File: src/rtl/rv_pkg.sv
package rv_pkg;

  // Datapath and register index widths
  localparam int xlen = 32;
  localparam int reg_addr_w = 5;

  // Memory sizes in 32-bit words
  localparam int rom_depth = 64;
  localparam int ram_depth = 64;

  // Decode buffer entries, which is also the fetch credit count after reset
  localparam int ibuf_depth = 2;

  // 1 forwards MEM and WB results into EX, 0 stalls in ID on any EX or MEM producer
  localparam int fwd_en = 1;

  // Major opcodes of the supported subset
  localparam logic [6:0] op_reg = 7'b0110011;
  localparam logic [6:0] op_imm = 7'b0010011;
  localparam logic [6:0] op_load = 7'b0000011;
  localparam logic [6:0] op_store = 7'b0100011;
  localparam logic [6:0] op_branch = 7'b1100011;

  // Function fields; LW and SW both use the word size code
  localparam logic [2:0] f3_add = 3'b000;
  localparam logic [2:0] f3_bne = 3'b001;
  localparam logic [2:0] f3_word = 3'b010;
  localparam logic [6:0] f7_sub = 7'b0100000;

  // One instruction word seen as R format or as I format
  // S and B immediates are rebuilt from the funct7 and rd fields of the r view
  typedef union packed {
    struct packed {
      logic [6:0] funct7;
      logic [4:0] rs2;
      logic [4:0] rs1;
      logic [2:0] funct3;
      logic [4:0] rd;
      logic [6:0] opcode;
    } r;
    struct packed {
      logic [11:0] imm12;
      logic [4:0]  rs1;
      logic [2:0]  funct3;
      logic [4:0]  rd;
      logic [6:0]  opcode;
    } i;
  } rv_instr_u;

endpackage

File: src/rtl/rv_hazard.sv
module rv_hazard (
  input  logic [rv_pkg::reg_addr_w-1:0] rs1_id,
  input  logic [rv_pkg::reg_addr_w-1:0] rs2_id,
  input  logic                          rs1_used_id,
  input  logic                          rs2_used_id,
  input  logic [rv_pkg::reg_addr_w-1:0] rd_ex,
  input  logic                          reg_write_ex,
  input  logic                          is_ld_ex,
  input  logic [rv_pkg::reg_addr_w-1:0] rd_mem,
  input  logic                          reg_write_mem,
  input  logic                          redir_valid,
  output logic                          data_hazard_id,
  output logic                          if_id_flush,
  output logic                          id_ex_flush
);

  logic ex_hit;
  logic mem_hit;
  logic load_use;
  logic raw_stall;

  // x0 never carries a dependency, whatever the producer claims
  assign ex_hit = reg_write_ex && (rd_ex != '0)
                  && ((rs1_used_id && (rd_ex == rs1_id)) || (rs2_used_id && (rd_ex == rs2_id)));
  assign mem_hit = reg_write_mem && (rd_mem != '0)
                   && ((rs1_used_id && (rd_mem == rs1_id)) || (rs2_used_id && (rd_mem == rs2_id)));

  // A load's data only exists once it reaches WB, so a consumer right behind it waits
  assign load_use = is_ld_ex && ex_hit;

  // Without forwarding every EX or MEM producer holds the consumer in ID
  assign raw_stall = (rv_pkg::fwd_en != 0) ? load_use : (ex_hit || mem_hit);

  // The consumer is discarded on a redirect, so holding it would only block the flush
  assign data_hazard_id = raw_stall && !redir_valid;

  // A taken branch in EX kills the buffer and the instruction waiting in ID
  assign if_id_flush = redir_valid;
  assign id_ex_flush = redir_valid;

endmodule

File: config.mk
export PLATFORM = sky130hd
export DESIGN_NAME = rv_hazard
export DESIGN_NICKNAME = d
export VERILOG_FILES = /design/src/rtl/rv_pkg.sv /design/src/rtl/rv_hazard.sv
export SDC_FILE = /design/constraint.sdc
export NUM_CORES = 1
export LEC_CHECK = 0
export BUFFER_PORTS_ARGS = -buffer_cell sky130_fd_sc_hd__buf_2
export CAP_MARGIN = 0
export CORE_AREA = 2 2 39 41
export DETAILED_ROUTE_END_ITERATION = 8
export DIE_AREA = 0 0 41 43
export GPL_ROUTABILITY_DRIVEN = 0
export PLACE_DENSITY = 0.48
export SYNTH_ARGS = -nofsm -noshare
export SYNTH_HDL_FRONTEND = slang
export SYNTH_SLANG_ARGS = --single-unit
File: constraint.sdc
create_clock -name vclk -period 0.85
set_input_delay 0.0425 -clock vclk [all_inputs]
set_output_delay 0.0425 -clock vclk [all_outputs]
set_load 0.02 [all_outputs]
==> summary.md <==
| Metric | Value |
|---|---|
| Synth Area in Adders | `0%` |
| Endpoints failing hold | `0` |
| Setup crit start | `rd_ex[0]` |
| TritonRoute pass-1 iters | `1` |
| Area contributors post-synth | `xor2_1 (45%), xnor2_1 (11%), buf_4 (9.6%)` |
| Syn Nets | `47` |
| Finish-stage setup viols | `1` |
| Xor and xnor area share after synthesis | `56.0%` |
| Relative slew slack | `84.7%` |
| Initial antenna violation count | `0` |
| Total gr overflow | `0` |
| Core Util, Final | `23.1%` |
| Worst Path Required | `810 ps` |
| Critical-path top delay cell | `nand3_1` |
| Crit path DAT | `1060 ps` |
| Critical path peak fanout | `2` |
| First-pass GRT wire length | `800 microns` |
| Buffers added on ports | `23` |
| Power Total | `0.000132 W` |
| Final Worst Setup Slack | `-250 ps` |
| Layout Nets | `73` |
| Final Cycle Share | `129%` |
| Avg WL per Cell | `8.66 microns` |
| Hold/Removal Path Class | `input pin to output pin` |
| PD cells | `412 nW/um^2` |
| Achievable frequency | `0.909 GHz` |
| Crit path time final | `1100 ps` |
| Post-Syn Instances | `21` |
| Share of cells above drive strength 1 | `64.4%` |
| Hold path startpoint | `redir_valid` |
| Largest stage delay on the critical path | `170 ps` |
| Post-synthesis cell type count | `11` |
| Routed wire length | `528 microns` |
| Gr usage total | `6.19%` |
| Setup CP Type | `input pin to output pin` |
| Starting density of the core | `11.3%` |
| Largest family of logic cells by synthesized area | `XOR/XNOR gates` |
| Count leader, synth | `xor2_1` |
| Worst-path cell chain | `buf_2, buf_4, xor2_1, nor4_2, nand3_1, a21oi_4, buf_6` |
| Ant diodes | `0` |
| Post-Syn Area | `156 sq um` |
| CP delay by family, top | `buffers and inverters` |
| Worst Setup End Kind | `output pin` |
| First DRT Iteration DRCs | `0` |
| Total placed cells including tap cells | `61` |
| Die width | `41 microns` |
| RSZ-0062 raised after global routing | `yes` |
| Violated checks | `setup timing` |
| Simple-Gate Fraction of Synth Area | `28.0%` |
| Area leader, netlist | `xor2_1` |
| Number of global-route vias before repair | `203` |
| Yosys warning count | `0` |
| Mux contribution to synthesized area | `0%` |
| Clock buffer cells | `0` |
| Post-CTS Setup Inserts | `0` |
| Worst-margin pin slew | `227 ps` |
| Startpoint types | `input pin` |
| I/O Pins | `29` |
| Post-synthesis sequential area ratio | `0%` |
| FF+latch area | `0 sq um` |
| Fin. max-slew vios | `0` |
| Vias per cell | `3.67` |
| WP buf/inv | `3` |
| Row Count | `14` |
| Status | `complete, but fails checks` |
| Area Growth Syn to Fin | `105%` |
| Max VDD drop | `0.142 mV` |
| FF+latch count | `0` |
| Top cells by count, synth | `xor2_1 (8), buf_4 (2), nand3_1 (2), xnor2_1 (2)` |
| Residual DRC | `0` |
| Vias | `224` |
| Die area | `1760 sq um` |
| Syn_area_per_cell | `7.45 sq um` |
| Die height | `43 microns` |
| Filler Cells Inserted | `159` |
| Synth top area share | `44.8%` |
| Hold-fix buffers, CTS | `0` |
| Largest net degree at the start of global routing | `4` |
| Antenna-violating nets left | `0` |
| Non-filler cells, final | `61` |
| Core footprint | `1380 sq um` |
| Max Cap Viol | `0` |
| Compound-Gate Fraction of Synth Area | `6.40%` |
| Leakage | `0.154 nW` |
through the flow:
stage               setup TNS, ps  setup slack, ps  hold WS (ps)  instance area, sq um
finish                       -250             -250           331                   320
global route                 -354             -354           356                   320
CTS                          -273             -273           333                   320
detailed placement           -297             -297           333                   314
global placement             -260             -260           329                   314
floorplan                   -2.04            -2.04           198                   171
area by class of cell:
class | instances | area, sq um | area share, %
Multi-Input combinational cell | 19 | 156 | 48.8
Timing Repair Buffer | 26 | 144 | 44.9
Tap cell | 16 | 20.0 | 6.25
kinds of logic (layout without fill, tap and decap cells):
group | after synthesis | after routing
XOR/XNOR | 10 | 10
buffers and inverters | 2 | 26
AO/OA/AOI/OAI | 2 | 2
AND/OR/NAND/NOR | 7 | 7
per-layer routing:
metal  global-route usage (%)  vias up  wire, microns
li1                         -      119              -
met1                     8.86       89            203
met2                     10.0       16            252
met3                     1.05        0             72
met4                        0        0              0
met5                        0        -              0
final timing paths:
path,slack (ps),depth (start not counted),end
min,330,2,if_id_flush
max,-250,7,data_hazard_id
repair_timing:
action,in CTS,in global routing
resized for setup,2,0
pin swaps,1,2
setup endpoints to repair,1,1
layout by cell type, fill, tap and decap left out, drive strengths merged:
cell / Yosys / final
a21oi: 1 / 1
buf: 2 / 26
nand2: 1 / 1
nand3: 2 / 2
nor2: 1 / 1
nor4: 2 / 2
o21ai: 1 / 1
or4: 1 / 1
xnor2: 2 / 2
xor2: 8 / 8
where the power goes:
part	leakage [nW]	switching (W)	internal (W)
logic	0.154	0.0000594	0.0000726
clock network	0	0	0
registers	0	0	0
total	0.154	0.0000594	0.0000726
No activity file was read; power rests on OpenSTA's default activity.
