===== src/testbench/program.hex =====
// One RV32I instruction word per line in hex, starting at address 0
// An all-zero word marks the end of the program
00500093
00708113
002081B3
40118233
004202B3
00502423
00802303
001303B3
00702623
00C02403
403404B3
06308013
00208033
00300513
00000593
00458593
FFF50513
FE051CE3
00100613
00C61463
00260693
00069663
06F00713
0DE00793
00168813
00802883
01188933
00000000
00000000
00000000
00000000


===== src/rtl/rv_pkg.sv =====
package rv_pkg;

  // Datapath and register index widths
  localparam int xlen = 32;
  localparam int reg_addr_w = 5;

  // Memory sizes in 32-bit words
  localparam int rom_depth = 64;
  localparam int ram_depth = 64;

  // Decode buffer entries, which is also the fetch credit count after reset
  localparam int ibuf_depth = 2;

  // 1 forwards MEM and WB results into EX, 0 stalls in ID on any EX or MEM producer
  localparam int fwd_en = 1;

  // Major opcodes of the supported subset
  localparam logic [6:0] op_reg = 7'b0110011;
  localparam logic [6:0] op_imm = 7'b0010011;
  localparam logic [6:0] op_load = 7'b0000011;
  localparam logic [6:0] op_store = 7'b0100011;
  localparam logic [6:0] op_branch = 7'b1100011;

  // Function fields; LW and SW both use the word size code
  localparam logic [2:0] f3_add = 3'b000;
  localparam logic [2:0] f3_bne = 3'b001;
  localparam logic [2:0] f3_word = 3'b010;
  localparam logic [6:0] f7_sub = 7'b0100000;

  // One instruction word seen as R format or as I format
  // S and B immediates are rebuilt from the funct7 and rd fields of the r view
  typedef union packed {
    struct packed {
      logic [6:0] funct7;
      logic [4:0] rs2;
      logic [4:0] rs1;
      logic [2:0] funct3;
      logic [4:0] rd;
      logic [6:0] opcode;
    } r;
    struct packed {
      logic [11:0] imm12;
      logic [4:0]  rs1;
      logic [2:0]  funct3;
      logic [4:0]  rd;
      logic [6:0]  opcode;
    } i;
  } rv_instr_u;

endpackage


===== src/rtl/rv_fetch.sv =====
module rv_fetch (
  input  logic                    clk,
  input  logic                    arst_n,
  input  logic                    redir_valid,
  input  logic [rv_pkg::xlen-1:0] redir_pc,
  input  logic [1:0]              credit_ret_n,
  output logic                    instr_valid,
  output rv_pkg::rv_instr_u       instr,
  output logic [rv_pkg::xlen-1:0] instr_pc
);

  // Counter must hold every value from zero up to the buffer depth
  localparam int cw = $clog2(rv_pkg::ibuf_depth + 1);
  localparam int rom_aw = $clog2(rv_pkg::rom_depth);

  logic [rv_pkg::xlen-1:0] rom [rv_pkg::rom_depth];
  logic [rv_pkg::xlen-1:0] pc;
  logic [cw-1:0]           credits;
  logic                    in_range;

  initial begin
    $readmemh("/design/src/testbench/program.hex", rom);
  end

  // Words beyond the ROM read as zero, which the decoder treats as a no-op
  assign in_range = (pc[rv_pkg::xlen-1:2] < rv_pkg::rom_depth);
  assign instr = in_range ? rom[pc[rom_aw+1:2]] : '0;
  assign instr_pc = pc;

  // A send needs a free buffer slot downstream and no redirect in progress
  assign instr_valid = (credits != '0) && !redir_valid;

  always_ff @(posedge clk or negedge arst_n) begin
    if (!arst_n) begin
      pc <= '0;
    end else if (redir_valid) begin
      // Fetch restarts at the branch target on the following cycle
      pc <= redir_pc;
    end else if (instr_valid) begin
      pc <= pc + rv_pkg::xlen'(4);
    end
  end

  // Credits returned by decode in one cycle are usable in the next
  always_ff @(posedge clk or negedge arst_n) begin
    if (!arst_n) begin
      credits <= cw'(rv_pkg::ibuf_depth);
    end else begin
      credits <= credits - cw'(instr_valid) + cw'(credit_ret_n);
    end
  end

endmodule


===== config.mk =====
export PLATFORM = sky130hd
export DESIGN_NAME = rv_fetch
export DESIGN_NICKNAME = d
export VERILOG_FILES = /design/src/rtl/rv_pkg.sv /design/src/rtl/rv_fetch.sv
export SDC_FILE = /design/constraint.sdc
export NUM_CORES = 1
export LEC_CHECK = 0
export ABC_AREA = 1
export BUFFER_PORTS_ARGS = -buffer_cell sky130_fd_sc_hd__buf_2
export CAP_MARGIN = 20
export CORE_UTILIZATION = 42
export CTS_CLUSTER_DIAMETER = 80
export CTS_CLUSTER_SIZE = 28
export DETAILED_ROUTE_END_ITERATION = 12
export PLACE_DENSITY_LB_ADDON = 0.1
export SKIP_LAST_GASP = 1
export SLEW_MARGIN = 15
export SYNTH_ARGS = -nofsm -noshare
export SYNTH_HDL_FRONTEND = slang
export SYNTH_SLANG_ARGS = --single-unit

===== constraint.sdc =====
create_clock -name clk -period 3.95 [get_ports clk]
set_input_delay 0.1975 -clock clk [delete_from_list [all_inputs] [get_ports clk]]
set_output_delay 0.1975 -clock clk [all_outputs]
set_load 0.01 [all_outputs]

==> impl_metrics.csv <==
group,metric,value,unit
status,result_of_the_run,"finished, violations left",
status,violations,"hold timing",
finish,fillers,645,
cts,worst_setup_hold_path_clk_slew,0.07,ns
worst_setup_path,critPathKind,"flip-flop to flip-flop",
pwr,p_seq_share,40.5,%
place,place_congestion,0.840,
finish,antenna_cells,0,
place,buffers_on_ports,69,
floorplan,floorplan.die_area,6570,um2
pwr,leakage,1.56,nW
cts,postCtsResizedCells,0,
pwr,combPwrFrac,41.9,%
finish,regArea,852,um2
pwr,power_density,491,nW/um2
drt,postRouteWirelength,7010,um
floorplan,pin_count,102,
floorplan,floorplan.die.height,81.0,um
timing,pin_slew_with_the_least_headroom_to_its_limit,0.807,ns
timing,hold_viol,12,
floorplan,placementRows,28,
finish,drive_above_1_share,20.8,%
yosys,sequential_share_of_the_synthesized_area,32.5,%
cts,cts.sinks,34,
yosys,synth_enable_flop_cells,0,
yosys,postSynthRegisterBits,34,
drt,drc_violation_total_after_the_first_tritonroute_iteration,105,
worst_setup_path,critical_path.endpoint_type,"flip-flop",
worst_setup_path,worst-path-buf-inv,3,
yosys,ys.flop_type,"sky130_fd_sc_hd__dfrtp_1",
drt,drt-vias-per-instance,4.84,
global_routing,grt_remaining_overflow,0,
cts,clockBufferDepth,2,
cts,tritoncts_clock_tree,"built",
worst_setup_path,cp_common_cell,"sky130_fd_sc_hd__inv_1",
worst_setup_path,critPathSlowestCell,"sky130_fd_sc_hd__dfstp_2",
min_path,path_type_of_the_worst_min_delay_path,"input port to asynchronous set/reset pin",
worst_setup_path,critical_path.max_stage_delay,0.54,ns
global_routing,antenna_found_initial,0,
drt,drt_first_pass_iters,4,
yosys,synth_top_area_cell,"sky130_fd_sc_hd__dfrtp_1",
timing,final-setup-viol-count,0,
yosys,yosys.cell_types.count,32,
worst_setup_path,critPathTopFamily,"buffers and inverters",
timing,post_layout_min_period,2.46,ns
place,dpl_worst_slack,1.46,ns
yosys,synth.yosys.warnings,0,
floorplan,die_x,81.0,um
cts,cts_setup_buffers,0,
yosys,postSynth.asyncResetShare,100,%
drt,antenna_left,0,
finish,multi_input_comb_area,1460,um2
drt,drc,0,
worst_setup_path,r2r_start,"credits[1]",
pwr,p_switching,0.657,mW
worst_setup_path,crit_path_start_kind,"flip-flop",
worst_setup_path,critPathArrivalTime,2.68,ns
worst_setup_path,reg2reg_slack,1.49,ns
floorplan,core_area,5990,um2
worst_setup_path,regToRegEndpoint,"credits[1]",
pwr,power_switching_share,44.8,%
pwr,p_int,0.810,mW
yosys,synth.area.top_cells,"sky130_fd_sc_hd__dfrtp_1, sky130_fd_sc_hd__nand2_1, sky130_fd_sc_hd__buf_4, sky130_fd_sc_hd__nand3_1, sky130_fd_sc_hd__inv_1",
place,place_hpwl,5060,um
global_routing,global_route.usage.total,22.7,%
finish,fin_util,49.9,%
global_routing,grt_pass1_wl,11300,um
cts,clk_root_buffer_cell,"sky130_fd_sc_hd__clkbuf_8",
cts,ctsHtreeMaxLevel,2,
worst_setup_path,critical_path.cell_chain,"inv_1 > nand2_1 > nand2_1 > inv_1 > ha_1 > inv_1 > ha_1 > xor2_1 > xnor2_1",
global_routing,grt_start_max_net_pins,35,
timing,timing.setup.tns,0,ns
drt,post_drt_wl_per_cell,13.0,um
pwr,totalPowerFinal,1.47,mW
cts,tritoncts_buffer_count,5,
finish,nNetsFinal,505,
drt,detailroute.via_count,2619,
yosys,post_synth_instance_area,2620,um2
yosys,synthMostInstantiatedCell,"sky130_fd_sc_hd__nand2_1",
global_routing,first_global_vias,2419,
timing,final_max_slew_viol_count,0,
finish,area_growth,13.9,%
timing,finalCritPeriodShare,62.3,%
run,max-cap-violations,0,
timing,setup_repair_after_global_routing_missed_its_margin,"no",
floorplan,starting_density,43.8,%
cts,ctsHoldBuffers,0,
worst_setup_path,ff2ff_path_depth,9,
yosys,synth.avg_cell_area,6.59,um2
yosys,synthesis.instances,398,
timing,max_clock_freq,406,MHz
timing,final_critical_path_setup_slack,1.49,ns
worst_setup_path,worst-endpoint-required,4.17,ns
yosys,post-synth-top-area-fraction,31.5,%
worst_setup_path,crit_path_max_fanout,13,
yosys,synthTopCellsByCount,"sky130_fd_sc_hd__nand2_1, sky130_fd_sc_hd__nand3_1, sky130_fd_sc_hd__inv_1",
pwr,clockPowerShare,17.5,%
timing,maxSlewHeadroom,46.2,%
pwr,max-vdd-ir-drop,0.253,mV
cts,clock_insertion_delay_worst_skew,0.29,ns
timing,finClkSkew,0.00337,ns
timing,final_worst_hold_slack,-0.00696,ns
power by group through the flow:
stage,combinational [mW],sequential (mW),clock [mW]
5_1_grt,0.704,0.613,0.277
6_report,0.615,0.595,0.257
3_5_place_dp,0.616,0.600,0
2_1_floorplan,0.396,0.615,0
3_3_place_gp,0.600,0.598,0
4_1_cts,0.619,0.595,0.262
per-layer routing:
layer	vias up	wire length, um	GRT usage [%]
met1	1181	3060	28.0
met3	14	457	4.83
met2	102	3310	37.6
met4	0	179	10.7
li1	1322	-	-
met5	-	0	0
logic make-up after synthesis:
family	count (synthesis)	synth area share, %
and+or+nand+nor	244	40.0
buffers and inverters	79	16.2
DFF	34	32.5
AOI/OAI and AO/OA	30	7.44
xor gates and xnor gates	7	2.34
adders and majority gates	3	1.43
other	1	0.143
registers in the layout, summed over array words and instances (netlist names):
register / count
instr_pc: 32
credits: 2
per-stage QoR:
stage / cell area, um2 / hold WS, ns / std cells
6_report: 2990 / -0.00696 / 541
4_1_cts: 2990 / 0.0290 / 541
3_5_place_dp: 2910 / 0.339 / 533
5_1_grt: 2990 / 0.0617 / 541
2_1_floorplan: 2740 / -0.0981 / 429
3_3_place_gp: 2910 / 0.345 / 533
final cells by class:
class	count	share of cell area, %
sequential	34	28.5
tap	75	3.14
inverter	37	4.65
timing repair buffer	71	12.1
multi-input combinational	316	49.0
clock buffer	8	2.68
cells in the final DEF (no fill, tap or decap), types with 6 or more instances in the layout:
master	count
sky130_fd_sc_hd__nor2_2	6
sky130_fd_sc_hd__o21ai_0	9
sky130_fd_sc_hd__nand3_1	37
sky130_fd_sc_hd__nor2_1	35
sky130_fd_sc_hd__dfrtp_1	33
sky130_fd_sc_hd__nand2_1	151
sky130_fd_sc_hd__buf_2	69
sky130_fd_sc_hd__inv_1	36
sky130_fd_sc_hd__nor2_4	6
sky130_fd_sc_hd__conb_1	32
worst max path at each step:
stage / endpoint / start / cells past startpoint / slack, ns
after floorplan: credits[1] / credits[1] / 10 / 2.10
after global placement: credits[1] / credits[1] / 9 / 1.55
after detailed placement: credits[1] / credits[1] / 9 / 1.46
after CTS: credits[1] / credits[1] / 9 / 1.46
after global routing: credits[1] / credits[1] / 9 / 1.34
final: credits[1] / credits[1] / 9 / 1.49
Note: power is estimated with default switching activity, not from simulation.
