--- config.mk ---
export PLATFORM = sky130hd
export DESIGN_NAME = rv_execute
export DESIGN_NICKNAME = d
export VERILOG_FILES = /design/src/rtl/rv_pkg.sv /design/src/rtl/rv_execute.sv
export SDC_FILE = /design/constraint.sdc
export NUM_CORES = 1
export LEC_CHECK = 0
export ABC_CLOCK_PERIOD_IN_PS = 11100
export BUFFER_PORTS_ARGS = -buffer_cell sky130_fd_sc_hd__buf_2
export CORE_AREA = 2 2 136 138
export DETAILED_ROUTE_END_ITERATION = 10
export DIE_AREA = 0 0 138 140
export PLACE_DENSITY = 0.75
export SYNTH_ARGS = -nofsm -noshare
export SYNTH_HDL_FRONTEND = slang
export SYNTH_SLANG_ARGS = --single-unit
--- constraint.sdc ---
create_clock -name clk -period 11.1 [get_ports clk]
set_input_delay 0.555 -clock clk [delete_from_list [all_inputs] [get_ports clk]]
set_output_delay 0.555 -clock clk [all_outputs]
set_load 0.01 [all_outputs]
--- src/rtl/rv_pkg.sv ---
package rv_pkg;

  // Datapath and register index widths
  localparam int xlen = 32;
  localparam int reg_addr_w = 5;

  // Memory sizes in 32-bit words
  localparam int rom_depth = 64;
  localparam int ram_depth = 64;

  // Decode buffer entries, which is also the fetch credit count after reset
  localparam int ibuf_depth = 2;

  // 1 forwards MEM and WB results into EX, 0 stalls in ID on any EX or MEM producer
  localparam int fwd_en = 1;

  // Major opcodes of the supported subset
  localparam logic [6:0] op_reg = 7'b0110011;
  localparam logic [6:0] op_imm = 7'b0010011;
  localparam logic [6:0] op_load = 7'b0000011;
  localparam logic [6:0] op_store = 7'b0100011;
  localparam logic [6:0] op_branch = 7'b1100011;

  // Function fields; LW and SW both use the word size code
  localparam logic [2:0] f3_add = 3'b000;
  localparam logic [2:0] f3_bne = 3'b001;
  localparam logic [2:0] f3_word = 3'b010;
  localparam logic [6:0] f7_sub = 7'b0100000;

  // One instruction word seen as R format or as I format
  // S and B immediates are rebuilt from the funct7 and rd fields of the r view
  typedef union packed {
    struct packed {
      logic [6:0] funct7;
      logic [4:0] rs2;
      logic [4:0] rs1;
      logic [2:0] funct3;
      logic [4:0] rd;
      logic [6:0] opcode;
    } r;
    struct packed {
      logic [11:0] imm12;
      logic [4:0]  rs1;
      logic [2:0]  funct3;
      logic [4:0]  rd;
      logic [6:0]  opcode;
    } i;
  } rv_instr_u;

endpackage

--- src/rtl/rv_execute.sv ---
module rv_execute (
  input  logic                          clk,
  input  logic                          arst_n,
  input  logic                          ex_valid,
  input  logic                          ex_alu_sub,
  input  logic                          ex_use_imm,
  input  logic                          ex_is_ld,
  input  logic                          ex_is_st,
  input  logic                          ex_is_br,
  input  logic [rv_pkg::reg_addr_w-1:0] ex_rd,
  input  logic                          ex_reg_write,
  input  logic [rv_pkg::reg_addr_w-1:0] ex_rs1,
  input  logic [rv_pkg::reg_addr_w-1:0] ex_rs2,
  input  logic [rv_pkg::xlen-1:0]       ex_rs1_val,
  input  logic [rv_pkg::xlen-1:0]       ex_rs2_val,
  input  logic [rv_pkg::xlen-1:0]       ex_imm,
  input  logic [rv_pkg::xlen-1:0]       ex_pc,
  input  logic                          wb_we,
  input  logic [rv_pkg::reg_addr_w-1:0] wb_rd,
  input  logic [rv_pkg::xlen-1:0]       wb_data,
  output logic [rv_pkg::reg_addr_w-1:0] rd_ex,
  output logic                          reg_write_ex,
  output logic                          is_ld_ex,
  output logic                          redir_valid,
  output logic [rv_pkg::xlen-1:0]       redir_pc,
  output logic                          mem_valid,
  output logic                          mem_is_ld,
  output logic                          mem_is_st,
  output logic [rv_pkg::reg_addr_w-1:0] mem_rd,
  output logic                          mem_reg_write,
  output logic [rv_pkg::xlen-1:0]       mem_result,
  output logic [rv_pkg::xlen-1:0]       mem_store_data
);

  logic                    mem_fwd_ok;
  logic                    wb_fwd_ok;
  logic [rv_pkg::xlen-1:0] op_a;
  logic [rv_pkg::xlen-1:0] rs2_fwd;
  logic [rv_pkg::xlen-1:0] op_b;
  logic [rv_pkg::xlen-1:0] alu_out;

  assign rd_ex = ex_rd;
  assign reg_write_ex = ex_valid && ex_reg_write;
  assign is_ld_ex = ex_valid && ex_is_ld;

  // MEM holds only an address for a load, so only ALU results forward from there
  assign mem_fwd_ok = (rv_pkg::fwd_en != 0) && mem_valid && mem_reg_write && !mem_is_ld;
  assign wb_fwd_ok = (rv_pkg::fwd_en != 0) && wb_we && (wb_rd != '0);

  // The younger producer in MEM wins over the one in WB
  always_comb begin
    op_a = ex_rs1_val;
    if (mem_fwd_ok && (mem_rd == ex_rs1)) begin
      op_a = mem_result;
    end else if (wb_fwd_ok && (wb_rd == ex_rs1)) begin
      op_a = wb_data;
    end
    rs2_fwd = ex_rs2_val;
    if (mem_fwd_ok && (mem_rd == ex_rs2)) begin
      rs2_fwd = mem_result;
    end else if (wb_fwd_ok && (wb_rd == ex_rs2)) begin
      rs2_fwd = wb_data;
    end
  end

  // Loads and stores reuse the adder to form their address
  assign op_b = ex_use_imm ? ex_imm : rs2_fwd;
  assign alu_out = ex_alu_sub ? (op_a - op_b) : (op_a + op_b);

  // BNE compares the forwarded register values and jumps relative to its own pc
  assign redir_valid = ex_valid && ex_is_br && (op_a != rs2_fwd);
  assign redir_pc = ex_pc + ex_imm;

  always_ff @(posedge clk or negedge arst_n) begin
    if (!arst_n) begin
      mem_valid <= 1'b0;
      mem_is_ld <= 1'b0;
      mem_is_st <= 1'b0;
      mem_reg_write <= 1'b0;
    end else begin
      mem_valid <= ex_valid;
      mem_is_ld <= ex_valid && ex_is_ld;
      mem_is_st <= ex_valid && ex_is_st;
      mem_reg_write <= ex_valid && ex_reg_write;
    end
  end

  always_ff @(posedge clk) begin
    mem_rd <= ex_rd;
    mem_result <= alu_out;
    mem_store_data <= rs2_fwd;
  end

endmodule

==> metrics.csv <==
stage,metric,value,unit
place,routability congestion estimate,1.00,
status,outcome,finished clean,
route,highest metal used,met4,
worst_setup_path,startpoint types,primary input,
synthesis,Syn Area/Cell,7.76,µm²
cells_and_area,Layout area overhead,23.5,%
worst_setup_path,Critical Path AT,6.14,ns
min_path,hold_sp,ex_rd[4],
floorplanning,Die Span X,138,µm
route,routed vias/inst,5.93,
cts,hold_buf cts,1,
synthesis,"Net Count, Synth",1312,
route,DR vias,9287,
synthesis,number of flops mapped to enable cells by yosys,0,
global_route,antenna violations before repair,1,
min_path,hold depth,1,
worst_setup_path,CP max stage delay,0.72,ns
worst_setup_path,Crit path max-delay family,compound AO/OA/AOI/OAI gates,
route,met2 wire len,13500,µm
worst_setup_path,worst setup path class,in -> reg,
worst_setup_path,critical path endpoint category,flip-flop,
timing,fin crit share,53.2,%
timing,fin crit period,5.91,ns
global_route,GRT overflow,0,
timing,Setup Skew,0.00943,ns
route,TritonRoute pass-1 iters,6,
cells_and_area,final core occ,57.0,%
cts,CTS tree,built,
timing,Worst Max-Slew Pin Slew,1.09,ns
timing,Fin Setup TNS,0,ns
timing,Final Hold Fails,0,
min_path,Hold EP,mem_rd[4],
timing,achievable clock frequency,169,MHz
floorplanning,I/O pins,303,
timing,Rel. slew slack,27.2,%
worst_setup_path,reg2reg end,mem_result[31],
cts,CTS root buf,clkbuf_16,
timing,final setup fails,0,
cts,H-tree depth,3,
cts,CTS buffer count,9,
synthesis,"FF+latch count, synth",73,
worst_setup_path,r2r setup slk,5.38,ns
global_route,first-pass GRT wire length,47000,µm
worst_setup_path,CP max stage cell,a31oi_1,
synthesis,post-synthesis sequential area ratio,18.1,%
route,post-route ant nets,0,
power,Power Dens Cells,127,nW/µm²
cells_and_area,nets,1586,
timing,Final Slew Violations,0,
timing,RSZ-0062 raised after global routing,false,
global_route,vias in the first global route,8554,
route,routed wire length,30600,µm
worst_setup_path,CP Data Required Time,11.33,ns
power,Max IR drop VDD,0.0000712,V
synthesis,Mapped Cells,1057,
cells_and_area,share of cells above drive strength 1,26.2,%
place,PortBufs,302,
synthesis,asr flop ratio synth,5.48,%
synthesis,post-synthesis cell area,8200,µm²
cts,clk buf depth,2,
route,DRC,0,
floorplanning,Starting Density,46.1,%
run,max-cap viol count,0,
synthesis,post-synth cell types,79,
floorplanning,CORE AREA,17800,µm²
place,DP HPWL,25200,µm
worst_setup_path,CP max FO,15,
worst_setup_path,Critical path buffers and inverters,1,
cts,clk_lat worst skew,0.35,ns
synthesis,Most used DFF post-synth,dfxtp_1,
worst_setup_path,CP Cell Sequence,buf_2 > or4_4 > o211ai_2 > o21ai_0 > a31oi_1 > nor3_1 > o21a_1 > a21oi_1 > xor2_1 > ha_1 > nand4_1 > nor3_1 > a21boi_0 > o21ai_0 > a211oi_1 > o22ai_1 > o31ai_1 > a211oi_1 > xnor3_1,
min_path,Hold Path Class,in -> reg,
route,initial drt markers,922,
cts,setup bufs post-CTS,0,
worst_setup_path,R2R depth,20,
floorplanning,Die Y-Extent,140,µm
route,Met3 Wirelength,3470,µm
route,wire per inst,19.6,µm
global_route,GRT Overall Usage,30.3,%
cts,clk sink count,73,
floorplanning,die area,19300,µm²
global_route,largest net degree at the start of global routing,64,
route,wire length on met1,12700,µm
cts,"Clk pin slew, worst setup/hold paths",0.07,ns
power,leakage power,0.00497,µW
floorplanning,Rows,49,
cts,# resized after CTS,0,
synthesis,Ys Warns,0,
worst_setup_path,worst flop-to-flop path startpoint,mem_is_ld,
## power by group
part           switching [µW]  internal, µW  total (µW)
combinational             341           254         595
sequential               62.7           322         384
clock                     125           181         305
total                     528           756        1280
## worst max-delay path by stage
| stage | from | endpoint | slack (ns) | cells after the start |
|---|---|---|---|---|
| 5_1_grt | wb_rd[1] | mem_result[31] | 4.83 | 19 |
| 2_1_floorplan | wb_rd[1] | mem_result[31] | 5.72 | 23 |
| 6_report | wb_rd[1] | mem_result[31] | 5.19 | 19 |
| 3_5_place_dp | wb_rd[1] | mem_result[31] | 5.04 | 22 |
| 4_1_cts | wb_rd[1] | mem_result[31] | 5.41 | 22 |
| 3_3_place_gp | wb_rd[1] | mem_result[31] | 5.14 | 22 |
## logic make-up after synthesis
kind of cell | count (synthesis) | share of synthesized area [%]
AOI/OAI and AO/OA | 322 | 24.5
xor gates and xnor gates | 131 | 14.3
adders and majority gates | 65 | 10.1
buffers and inverters | 78 | 4.21
DFF | 73 | 18.1
muxes | 71 | 8.74
and+or+nand+nor | 317 | 20.1
## registers in the layout (all words and copies together) (netlist names)
register and flops:
mem_is_ld 1, mem_rd 5, mem_store_data 32, mem_result 32, mem_valid 1, mem_is_st 1, mem_reg_write 1
## through the flow
stage	hold slack [ns]	area (µm²)	std cells	total power [µW]	worst slack, ns
2_1_floorplan	0.259	8200	1057	737	5.72
3_3_place_gp	0.363	9810	1548	964	5.14
3_5_place_dp	0.365	9810	1548	969	5.04
4_1_cts	0.311	10100	1565	1280	5.41
5_1_grt	0.307	10100	1566	1350	4.83
6_report	0.317	10100	1566	1280	5.19
## final cells by class
cell class	instances	area (µm²)
fillers	1698	7650
inverters	34	128
repair buffers	307	1550
clock buffers	10	239
diodes	1	2.50
multi-input cells	906	6370
well taps	229	287
clock inverters	6	66.3
flip-flops and latches	73	1480
## layout by cell type, fill, tap and decap left out, types with 5 or more instances in the layout
cell	instances
a211oi_1	12
a21o_1	17
mux2i_1	66
a21oi_1	122
or3_1	18
a2bb2oi_1	7
xor2_1	45
nor3_1	21
o21ai_0	65
xnor2_1	84
nand2_1	54
ha_1	63
nand3_1	24
nor2_1	97
o21a_1	11
and3_1	12
nand4_1	9
a31oi_1	14
inv_1	34
clkbuf_16	9
a22oi_1	6
a41oi_1	7
buf_2	302
and2_1	15
nand2b_1	14
dfxtp_1	69
o21bai_1	5
nor4_1	18
o31ai_1	10
nor2b_1	9
o2111ai_1	5
## synth_stat cells, types with 3 or more instances
master / number / share of area, %
or2_2: 4 / 0.31
a41oi_1: 7 / 0.75
a22oi_1: 6 / 0.55
and4_1: 3 / 0.32
a21o_1: 17 / 1.6
inv_1: 34 / 1.6
o31ai_1: 10 / 0.92
nor2_1: 97 / 4.4
a21oi_1: 122 / 7.4
nor2b_1: 9 / 0.69
nand3_1: 24 / 1.5
clkbuf_1: 21 / 0.96
a31oi_1: 14 / 1.1
nand2b_1: 14 / 1.1
o211ai_1: 3 / 0.27
nor3_1: 21 / 1.3
a211oi_1: 12 / 1.1
nand2_1: 54 / 2.5
xor2_1: 45 / 4.8
dfrtp_1: 4 / 1.2
dfxtp_1: 69 / 17
or4_1: 4 / 0.37
mux2i_1: 66 / 8.1
o21a_1: 11 / 1.0
ha_1: 63 / 9.6
buf_4: 8 / 0.73
mux2_2: 4 / 0.55
nor4_1: 18 / 1.4
xnor2_1: 84 / 9.0
buf_2: 12 / 0.73
o21ai_0: 65 / 4.0
o2111ai_1: 5 / 0.53
nand4_1: 9 / 0.69
o21bai_1: 5 / 0.46
a2bb2oi_1: 7 / 0.75
and3_1: 12 / 0.92
and2_1: 15 / 1.1
a211o_1: 3 / 0.32
a21boi_0: 4 / 0.37
or3_1: 19 / 1.4
## layer usage
layer / track usage, % / vias to the layer above
li1: - / 4435
met1: 41.2 / 4237
met2: 47.5 / 552
met3: 6.70 / 63
met4: 10.7 / 0
met5: 0 / -
No activity file was read; power rests on OpenSTA's default activity.
