<file path="config.mk">
export PLATFORM = sky130hd
export DESIGN_NAME = rv_decode
export DESIGN_NICKNAME = d
export VERILOG_FILES = /design/src/rtl/rv_pkg.sv /design/src/rtl/rv_decode.sv
export SDC_FILE = /design/constraint.sdc
export NUM_CORES = 1
export LEC_CHECK = 0
export CAP_MARGIN = 25
export CORE_AREA = 2 2 327 329
export CTS_BUF_LIST = sky130_fd_sc_hd__clkbuf_4 sky130_fd_sc_hd__clkbuf_8 sky130_fd_sc_hd__clkbuf_16
export DETAILED_ROUTE_END_ITERATION = 6
export DIE_AREA = 0 0 329 331
export DONT_BUFFER_PORTS = 1
export GPL_TIMING_DRIVEN = 0
export PLACE_DENSITY = 0.73
export SYNTH_ARGS = -nofsm -noshare
export SYNTH_HDL_FRONTEND = slang
export SYNTH_SLANG_ARGS = --single-unit
</file>
<file path="constraint.sdc">
create_clock -name clk -period 6 [get_ports clk]
set_clock_uncertainty 0.05 [all_clocks]
set_input_delay 0.6 -clock clk [delete_from_list [all_inputs] [get_ports clk]]
set_output_delay 0.6 -clock clk [all_outputs]
set_load 0.02 [all_outputs]
</file>
<file path="src/rtl/rv_pkg.sv">
package rv_pkg;

  // Datapath and register index widths
  localparam int xlen = 32;
  localparam int reg_addr_w = 5;

  // Memory sizes in 32-bit words
  localparam int rom_depth = 64;
  localparam int ram_depth = 64;

  // Decode buffer entries, which is also the fetch credit count after reset
  localparam int ibuf_depth = 2;

  // 1 forwards MEM and WB results into EX, 0 stalls in ID on any EX or MEM producer
  localparam int fwd_en = 1;

  // Major opcodes of the supported subset
  localparam logic [6:0] op_reg = 7'b0110011;
  localparam logic [6:0] op_imm = 7'b0010011;
  localparam logic [6:0] op_load = 7'b0000011;
  localparam logic [6:0] op_store = 7'b0100011;
  localparam logic [6:0] op_branch = 7'b1100011;

  // Function fields; LW and SW both use the word size code
  localparam logic [2:0] f3_add = 3'b000;
  localparam logic [2:0] f3_bne = 3'b001;
  localparam logic [2:0] f3_word = 3'b010;
  localparam logic [6:0] f7_sub = 7'b0100000;

  // One instruction word seen as R format or as I format
  // S and B immediates are rebuilt from the funct7 and rd fields of the r view
  typedef union packed {
    struct packed {
      logic [6:0] funct7;
      logic [4:0] rs2;
      logic [4:0] rs1;
      logic [2:0] funct3;
      logic [4:0] rd;
      logic [6:0] opcode;
    } r;
    struct packed {
      logic [11:0] imm12;
      logic [4:0]  rs1;
      logic [2:0]  funct3;
      logic [4:0]  rd;
      logic [6:0]  opcode;
    } i;
  } rv_instr_u;

endpackage

</file>
<file path="src/rtl/rv_decode.sv">
module rv_decode (
  input  logic                          clk,
  input  logic                          arst_n,
  input  logic                          instr_valid,
  input  rv_pkg::rv_instr_u             instr,
  input  logic [rv_pkg::xlen-1:0]       instr_pc,
  input  logic                          data_hazard_id,
  input  logic                          if_id_flush,
  input  logic                          id_ex_flush,
  input  logic                          wb_we,
  input  logic [rv_pkg::reg_addr_w-1:0] wb_rd,
  input  logic [rv_pkg::xlen-1:0]       wb_data,
  output logic [1:0]                    credit_ret_n,
  output logic [rv_pkg::reg_addr_w-1:0] rs1_id,
  output logic [rv_pkg::reg_addr_w-1:0] rs2_id,
  output logic                          rs1_used_id,
  output logic                          rs2_used_id,
  output logic                          ex_valid,
  output logic                          ex_alu_sub,
  output logic                          ex_use_imm,
  output logic                          ex_is_ld,
  output logic                          ex_is_st,
  output logic                          ex_is_br,
  output logic [rv_pkg::reg_addr_w-1:0] ex_rd,
  output logic                          ex_reg_write,
  output logic [rv_pkg::reg_addr_w-1:0] ex_rs1,
  output logic [rv_pkg::reg_addr_w-1:0] ex_rs2,
  output logic [rv_pkg::xlen-1:0]       ex_rs1_val,
  output logic [rv_pkg::xlen-1:0]       ex_rs2_val,
  output logic [rv_pkg::xlen-1:0]       ex_imm,
  output logic [rv_pkg::xlen-1:0]       ex_pc
);

  // Entry 0 is always the head, entry 1 only fills behind a valid head
  logic                    v0;
  logic                    v1;
  rv_pkg::rv_instr_u       b0_instr;
  rv_pkg::rv_instr_u       b1_instr;
  logic [rv_pkg::xlen-1:0] b0_pc;
  logic [rv_pkg::xlen-1:0] b1_pc;
  logic                    pop;
  logic                    shift;
  logic                    wr0;
  logic                    wr1;
  logic [rv_pkg::xlen-1:0] rf [2**rv_pkg::reg_addr_w];
  logic                    is_reg;
  logic                    is_addi;
  logic                    is_ld;
  logic                    is_st;
  logic                    is_br;
  logic [rv_pkg::xlen-1:0] imm;
  logic [rv_pkg::xlen-1:0] rs1_val;
  logic [rv_pkg::xlen-1:0] rs2_val;

  // The head moves to EX unless it waits on a hazard or is being flushed
  assign pop = v0 && !data_hazard_id && !id_ex_flush;
  assign shift = pop && v1;
  assign wr0 = instr_valid && (pop ? !v1 : !v0);
  assign wr1 = instr_valid && (pop ? v1 : v0);

  always_ff @(posedge clk or negedge arst_n) begin
    if (!arst_n) begin
      v0 <= 1'b0;
      v1 <= 1'b0;
    end else if (if_id_flush) begin
      v0 <= 1'b0;
      v1 <= 1'b0;
    end else begin
      v0 <= pop ? (v1 || instr_valid) : (v0 || instr_valid);
      v1 <= pop ? (v1 && instr_valid) : (v1 || (v0 && instr_valid));
    end
  end

  always_ff @(posedge clk) begin
    if (wr0) begin
      b0_instr <= instr;
      b0_pc <= instr_pc;
    end else if (shift) begin
      b0_instr <= b1_instr;
      b0_pc <= b1_pc;
    end
    if (wr1) begin
      b1_instr <= instr;
      b1_pc <= instr_pc;
    end
  end

  // A flush hands back every discarded slot, including one arriving this cycle
  assign credit_ret_n = if_id_flush ? (2'(v0) + 2'(v1) + 2'(instr_valid)) : {1'b0, pop};

  // Anything outside the subset leaves every flag low and acts as a no-op
  assign is_reg = v0 && (b0_instr.r.opcode == rv_pkg::op_reg)
                  && (b0_instr.r.funct3 == rv_pkg::f3_add)
                  && ((b0_instr.r.funct7 == '0) || (b0_instr.r.funct7 == rv_pkg::f7_sub));
  assign is_addi = v0 && (b0_instr.i.opcode == rv_pkg::op_imm)
                   && (b0_instr.i.funct3 == rv_pkg::f3_add);
  assign is_ld = v0 && (b0_instr.i.opcode == rv_pkg::op_load)
                 && (b0_instr.i.funct3 == rv_pkg::f3_word);
  assign is_st = v0 && (b0_instr.r.opcode == rv_pkg::op_store)
                 && (b0_instr.r.funct3 == rv_pkg::f3_word);
  assign is_br = v0 && (b0_instr.r.opcode == rv_pkg::op_branch)
                 && (b0_instr.r.funct3 == rv_pkg::f3_bne);

  assign rs1_id = b0_instr.r.rs1;
  assign rs2_id = b0_instr.r.rs2;
  assign rs1_used_id = is_reg || is_addi || is_ld || is_st || is_br;
  assign rs2_used_id = is_reg || is_st || is_br;

  // S splits its offset over funct7 and rd, B scrambles the same bits with bit 0 fixed
  always_comb begin
    if (is_st) begin
      imm = {{20{b0_instr.r.funct7[6]}}, b0_instr.r.funct7, b0_instr.r.rd};
    end else if (is_br) begin
      imm = {{20{b0_instr.r.funct7[6]}}, b0_instr.r.rd[0], b0_instr.r.funct7[5:0],
             b0_instr.r.rd[4:1], 1'b0};
    end else begin
      imm = {{20{b0_instr.i.imm12[11]}}, b0_instr.i.imm12};
    end
  end

  always_ff @(posedge clk) begin
    if (wb_we && (wb_rd != '0)) begin
      rf[wb_rd] <= wb_data;
    end
  end

  // Write-before-read, so a result in WB is seen by ID in the same cycle
  assign rs1_val = (rs1_id == '0) ? '0 : ((wb_we && (wb_rd == rs1_id)) ? wb_data : rf[rs1_id]);
  assign rs2_val = (rs2_id == '0) ? '0 : ((wb_we && (wb_rd == rs2_id)) ? wb_data : rf[rs2_id]);

  always_ff @(posedge clk or negedge arst_n) begin
    if (!arst_n) begin
      ex_valid <= 1'b0;
    end else begin
      ex_valid <= pop;
    end
  end

  // Payload only matters when ex_valid is set, so it loads on a pop alone
  always_ff @(posedge clk) begin
    if (pop) begin
      ex_alu_sub <= is_reg && (b0_instr.r.funct7 == rv_pkg::f7_sub);
      ex_use_imm <= is_addi || is_ld || is_st;
      ex_is_ld <= is_ld;
      ex_is_st <= is_st;
      ex_is_br <= is_br;
      ex_rd <= b0_instr.r.rd;
      ex_reg_write <= (is_reg || is_addi || is_ld) && (b0_instr.r.rd != '0);
      ex_rs1 <= rs1_id;
      ex_rs2 <= rs2_id;
      ex_rs1_val <= rs1_val;
      ex_rs2_val <= rs2_val;
      ex_imm <= imm;
      ex_pc <= b0_pc;
    end
  end

endmodule

</file>
==> results.md <==
- Top cell by count, worst path: buf_2
- Tcrit/Tclk final: 0.760
- RSZ-0062 raised after global routing: no
- DIE AREA: 109000 um2
- Worst path top cell family by delay: compound AO/OA/AOI/OAI gates
- Postcts setup bufs: 0
- CP peak stage delay: 0.98 ns
- Clk_lat worst skew: 0.78 ns
- GR Util All Layers: 0.348
- Rows: around 120
- Final GP Congestion: 0.921
- Starting DRT DRC Count: 5766
- Layout cells sized above 1: 0.342
- Post-Syn Area: 57700 um2
- Cell variety after synth: 42
- Status: finished, final reports clean
- Via-to-Cell Ratio: about 7.3
- Relative slew slack: 0.165
- WL per Instance: 40.1 um
- Arr. time, crit path: 4.92 ns
- Number of synthesized flops with an enable pin: 1282
- Worst setup path endpoint: ex_rs2_val[3]$_SDFFCE_PN0P_
- Min-delay worst type: in -> reg
- Reg2reg start: b0_instr[21]$_DFFE_PP_
- First-pass GRT wire length: between 200000 and 300000 um
- Synth Register Bits: 1285
- # hold bufs at CTS: slightly below 100
- GRT overflow: 0
- Io pins: 272
- PwrDens: 309 nW/um2
- CP bufs+invs: 3
- Yosys warns: 0
- Final hold slack: 0.0220 ns
- CP max-delay cell: a2111oi_1
- TritonCTS clock tree: done
- Clock Root Buffer: clkbuf_16
- Syn_area_per_cell: just over 20 um2
- Crit. path cell count: 8
- R2R depth: 8
- Final setup TNS: 0 ns
- Maximum clock rate: roughly 0.22 GHz
- CTS Buf Count: 134
- # port buffers: 0
- Worst setup path category: reg -> reg
- Register area share after synthesis: 0.669
- M3 GR Usage: 0.125
- Final hold vios: 0
- Commonest cells after routing, fill and taps aside: edfxtp_1, mux4_2, mux2i_1
- Die X: between 300 and 400 um
- Nets: ~3300
- Total core area: approximately 100000 um2
- Pre-Repair DR Iteration Count: 7
- Startpoint types: register
- # H-tree levels: 4
- Final min period: 4.56 ns
- Layout fillers: 6867
- Least-Margin Pin Slew: ~1.3 ns
- Maximum vdd drop: 285 uV
- CP endpoint kind: register
- CTS resizes: 0
- # DRC: 0
- M2 GR Usage: 0.536
- Top_reg_cell synth: edfxtp_1
- HPWL after DPL: 123000 um
- Met1 Track Usage GR: 0.437
- Max-slew violations: 0
- Final setup violation count: 0
- R2r endpoint: ex_rs2_val[3]$_SDFFCE_PN0P_
- Initial Util: 0.549
- Final core occ: 0.640
- Number of global-route vias before repair: 34500
- Clk slew on worst S/H paths: 0.06 ns
- Synth Instances: around 2800
- Chip Height: between 300 and 400 um
- Reg2Reg Setup Slack: 1.44 ns
- CP startpoint: b0_instr[21]$_DFFE_PP_
- Critical path peak fanout: 11
- Crit path cell chain: buf_2 -> buf_6 -> xnor2_1 -> nand4_1 -> o31ai_1 -> buf_2 -> nor2_1 -> a2111oi_1
- Worst endpoint required time: around 6.4 ns
- Via count: 34200
- Leak Pwr: between 20 and 25 nW
- Routed Antenna Nets: 0
- Post-synth ARST share: 0.00233
- MaxCap Viol Count: 0
- TritonCTS Sinks: 1285
- Total wire length: approximately 190000 um
- CTS Buffer Depth: 3
- Area delta synth->final: 16.5%
- Largest net degree at the start of global routing: 86
- Most used routing layer: met2
- Antenna violations before repair: 12
- Most common cell after layout, fill and taps aside: edfxtp_1
-- cell families after synthesis --
| logic type | after synthesis | share of synthesized area |
|---|---|---|
| AOI/OAI and AO/OA | 207 | 0.0314 |
| other | 1 | 0.0000650 |
| DFF | 1285 | 0.669 |
| muxes | 838 | 0.258 |
| buffers and inverters | 275 | 0.0234 |
| and+or+nand+nor | 214 | 0.0157 |
| xor gates and xnor gates | 11 | 0.00167 |
| adders and majority gates | 2 | 0.000564 |
-- metal layers --
metal / up-vias / wire length [um]
met5: - / 94
met1: 17700 / 62100
met3: 663 / 27100
li1: 12700 / -
met4: 12 / 11100
met2: 3109 / 87800
-- metrics by stage --
| step | instances | setup WS [ns] | power [mW] | instance area [um2] |
|---|---|---|---|---|
| after floorplan | 2864 | 1.57 | 11.6 | 57800 |
| after CTS | 4667 | 1.85 | 20.6 | 66600 |
| after detailed placement | 4325 | 1.88 | 12.4 | 61300 |
| final | 4701 | 1.44 | 20.8 | 67200 |
| after global placement | 4255 | 0.0367 | 12.3 | 59500 |
| after global routing | 4694 | 1.64 | 21.2 | 67100 |
-- worst reg2reg max path, cell delays in order (launching register included) --
cell and delay (ns):
edfxtp_1 0.51, buf_2 0.30, buf_6 0.24, xnor2_1 0.15, nand4_1 0.19, o31ai_1 0.94, buf_2 0.73, nor2_1 0.13
a2111oi_1 0.98
-- power by group --
group / leakage, nW / internal [mW] / switching (mW) / total (mW)
combinational: 8.21 / 0.908 / 1.33 / 2.23
clock: 2.18 / 4.76 / 3.56 / 8.32
sequential: 11.7 / 10.1 / 0.122 / 10.2
-- flip-flops by register name, summed over array words and instances (netlist names), 5 cells and up --
signal,count
ex_rs1_val,32
rf,1024
b0_instr,32
b1_pc,32
ex_rs2,5
ex_pc,32
ex_rd,5
ex_rs1,5
b0_pc,32
ex_imm,13
ex_rs2_val,32
b1_instr,32
-- layout make-up --
class,count,area (um2),share of cell area
sequential,1285,38600,0.574
multi-input combinational,1304,18100,0.269
clock buffer,163,3680,0.0547
timing repair buffer,195,3030,0.0450
tap,1391,1740,0.0259
buffer,235,1200,0.0178
clock inverter,81,677,0.0101
inverter,40,155,0.00231
antenna,7,17.5,0.000261
-- synth_stat cells, types with 2 or more instances --
cell type | instances | share of area
a22oi_1 | 64 | 0.0083
o21ai_0 | 67 | 0.0058
o31ai_1 | 2 | 0.00026
and2_1 | 2 | 0.00022
a2111oi_1 | 10 | 0.0017
buf_4 | 48 | 0.0063
a2111oi_2 | 50 | 0.013
a2111oi_0 | 4 | 0.00061
mux2i_1 | 257 | 0.045
buf_1 | 16 | 0.0010
nor4b_1 | 2 | 0.00030
nand2b_1 | 3 | 0.00033
or3_1 | 2 | 0.00022
nand3b_1 | 4 | 0.00052
xor2_1 | 2 | 0.00030
nor3_1 | 6 | 0.00052
clkbuf_1 | 72 | 0.0047
xnor2_1 | 9 | 0.0014
nand4_1 | 4 | 0.00043
nand3_1 | 3 | 0.00026
inv_1 | 40 | 0.0026
a21oi_1 | 4 | 0.00035
buf_6 | 2 | 0.00039
o31ai_2 | 3 | 0.00065
mux4_2 | 512 | 0.20
nor2b_1 | 5 | 0.00054
or4_1 | 2 | 0.00026
nand2_1 | 10 | 0.00065
nor2_1 | 168 | 0.011
dfrtp_1 | 3 | 0.0013
edfxtp_1 | 1282 | 0.67
mux2_2 | 69 | 0.013
buf_2 | 97 | 0.0084
-- worst min path at each step --
stage | start | endpoint | slack (ns) | depth (start not counted)
floorplan | arst_n | ex_valid$_DFF_PN0_ | 0.25 | 0
global placement | arst_n | v1$_DFF_PN0_ | 0.25 | 0
detailed placement | arst_n | v0$_DFF_PN0_ | 0.25 | 0
CTS | instr_pc[6] | b0_pc[6]$_DFFE_PP_ | 0.0003 | 1
global route | instr_pc[26] | b0_pc[26]$_DFFE_PP_ | 0.01 | 1
finish | instr_pc[26] | b0_pc[26]$_DFFE_PP_ | 0.02 | 1
Note: power is estimated with default switching activity, not from simulation.
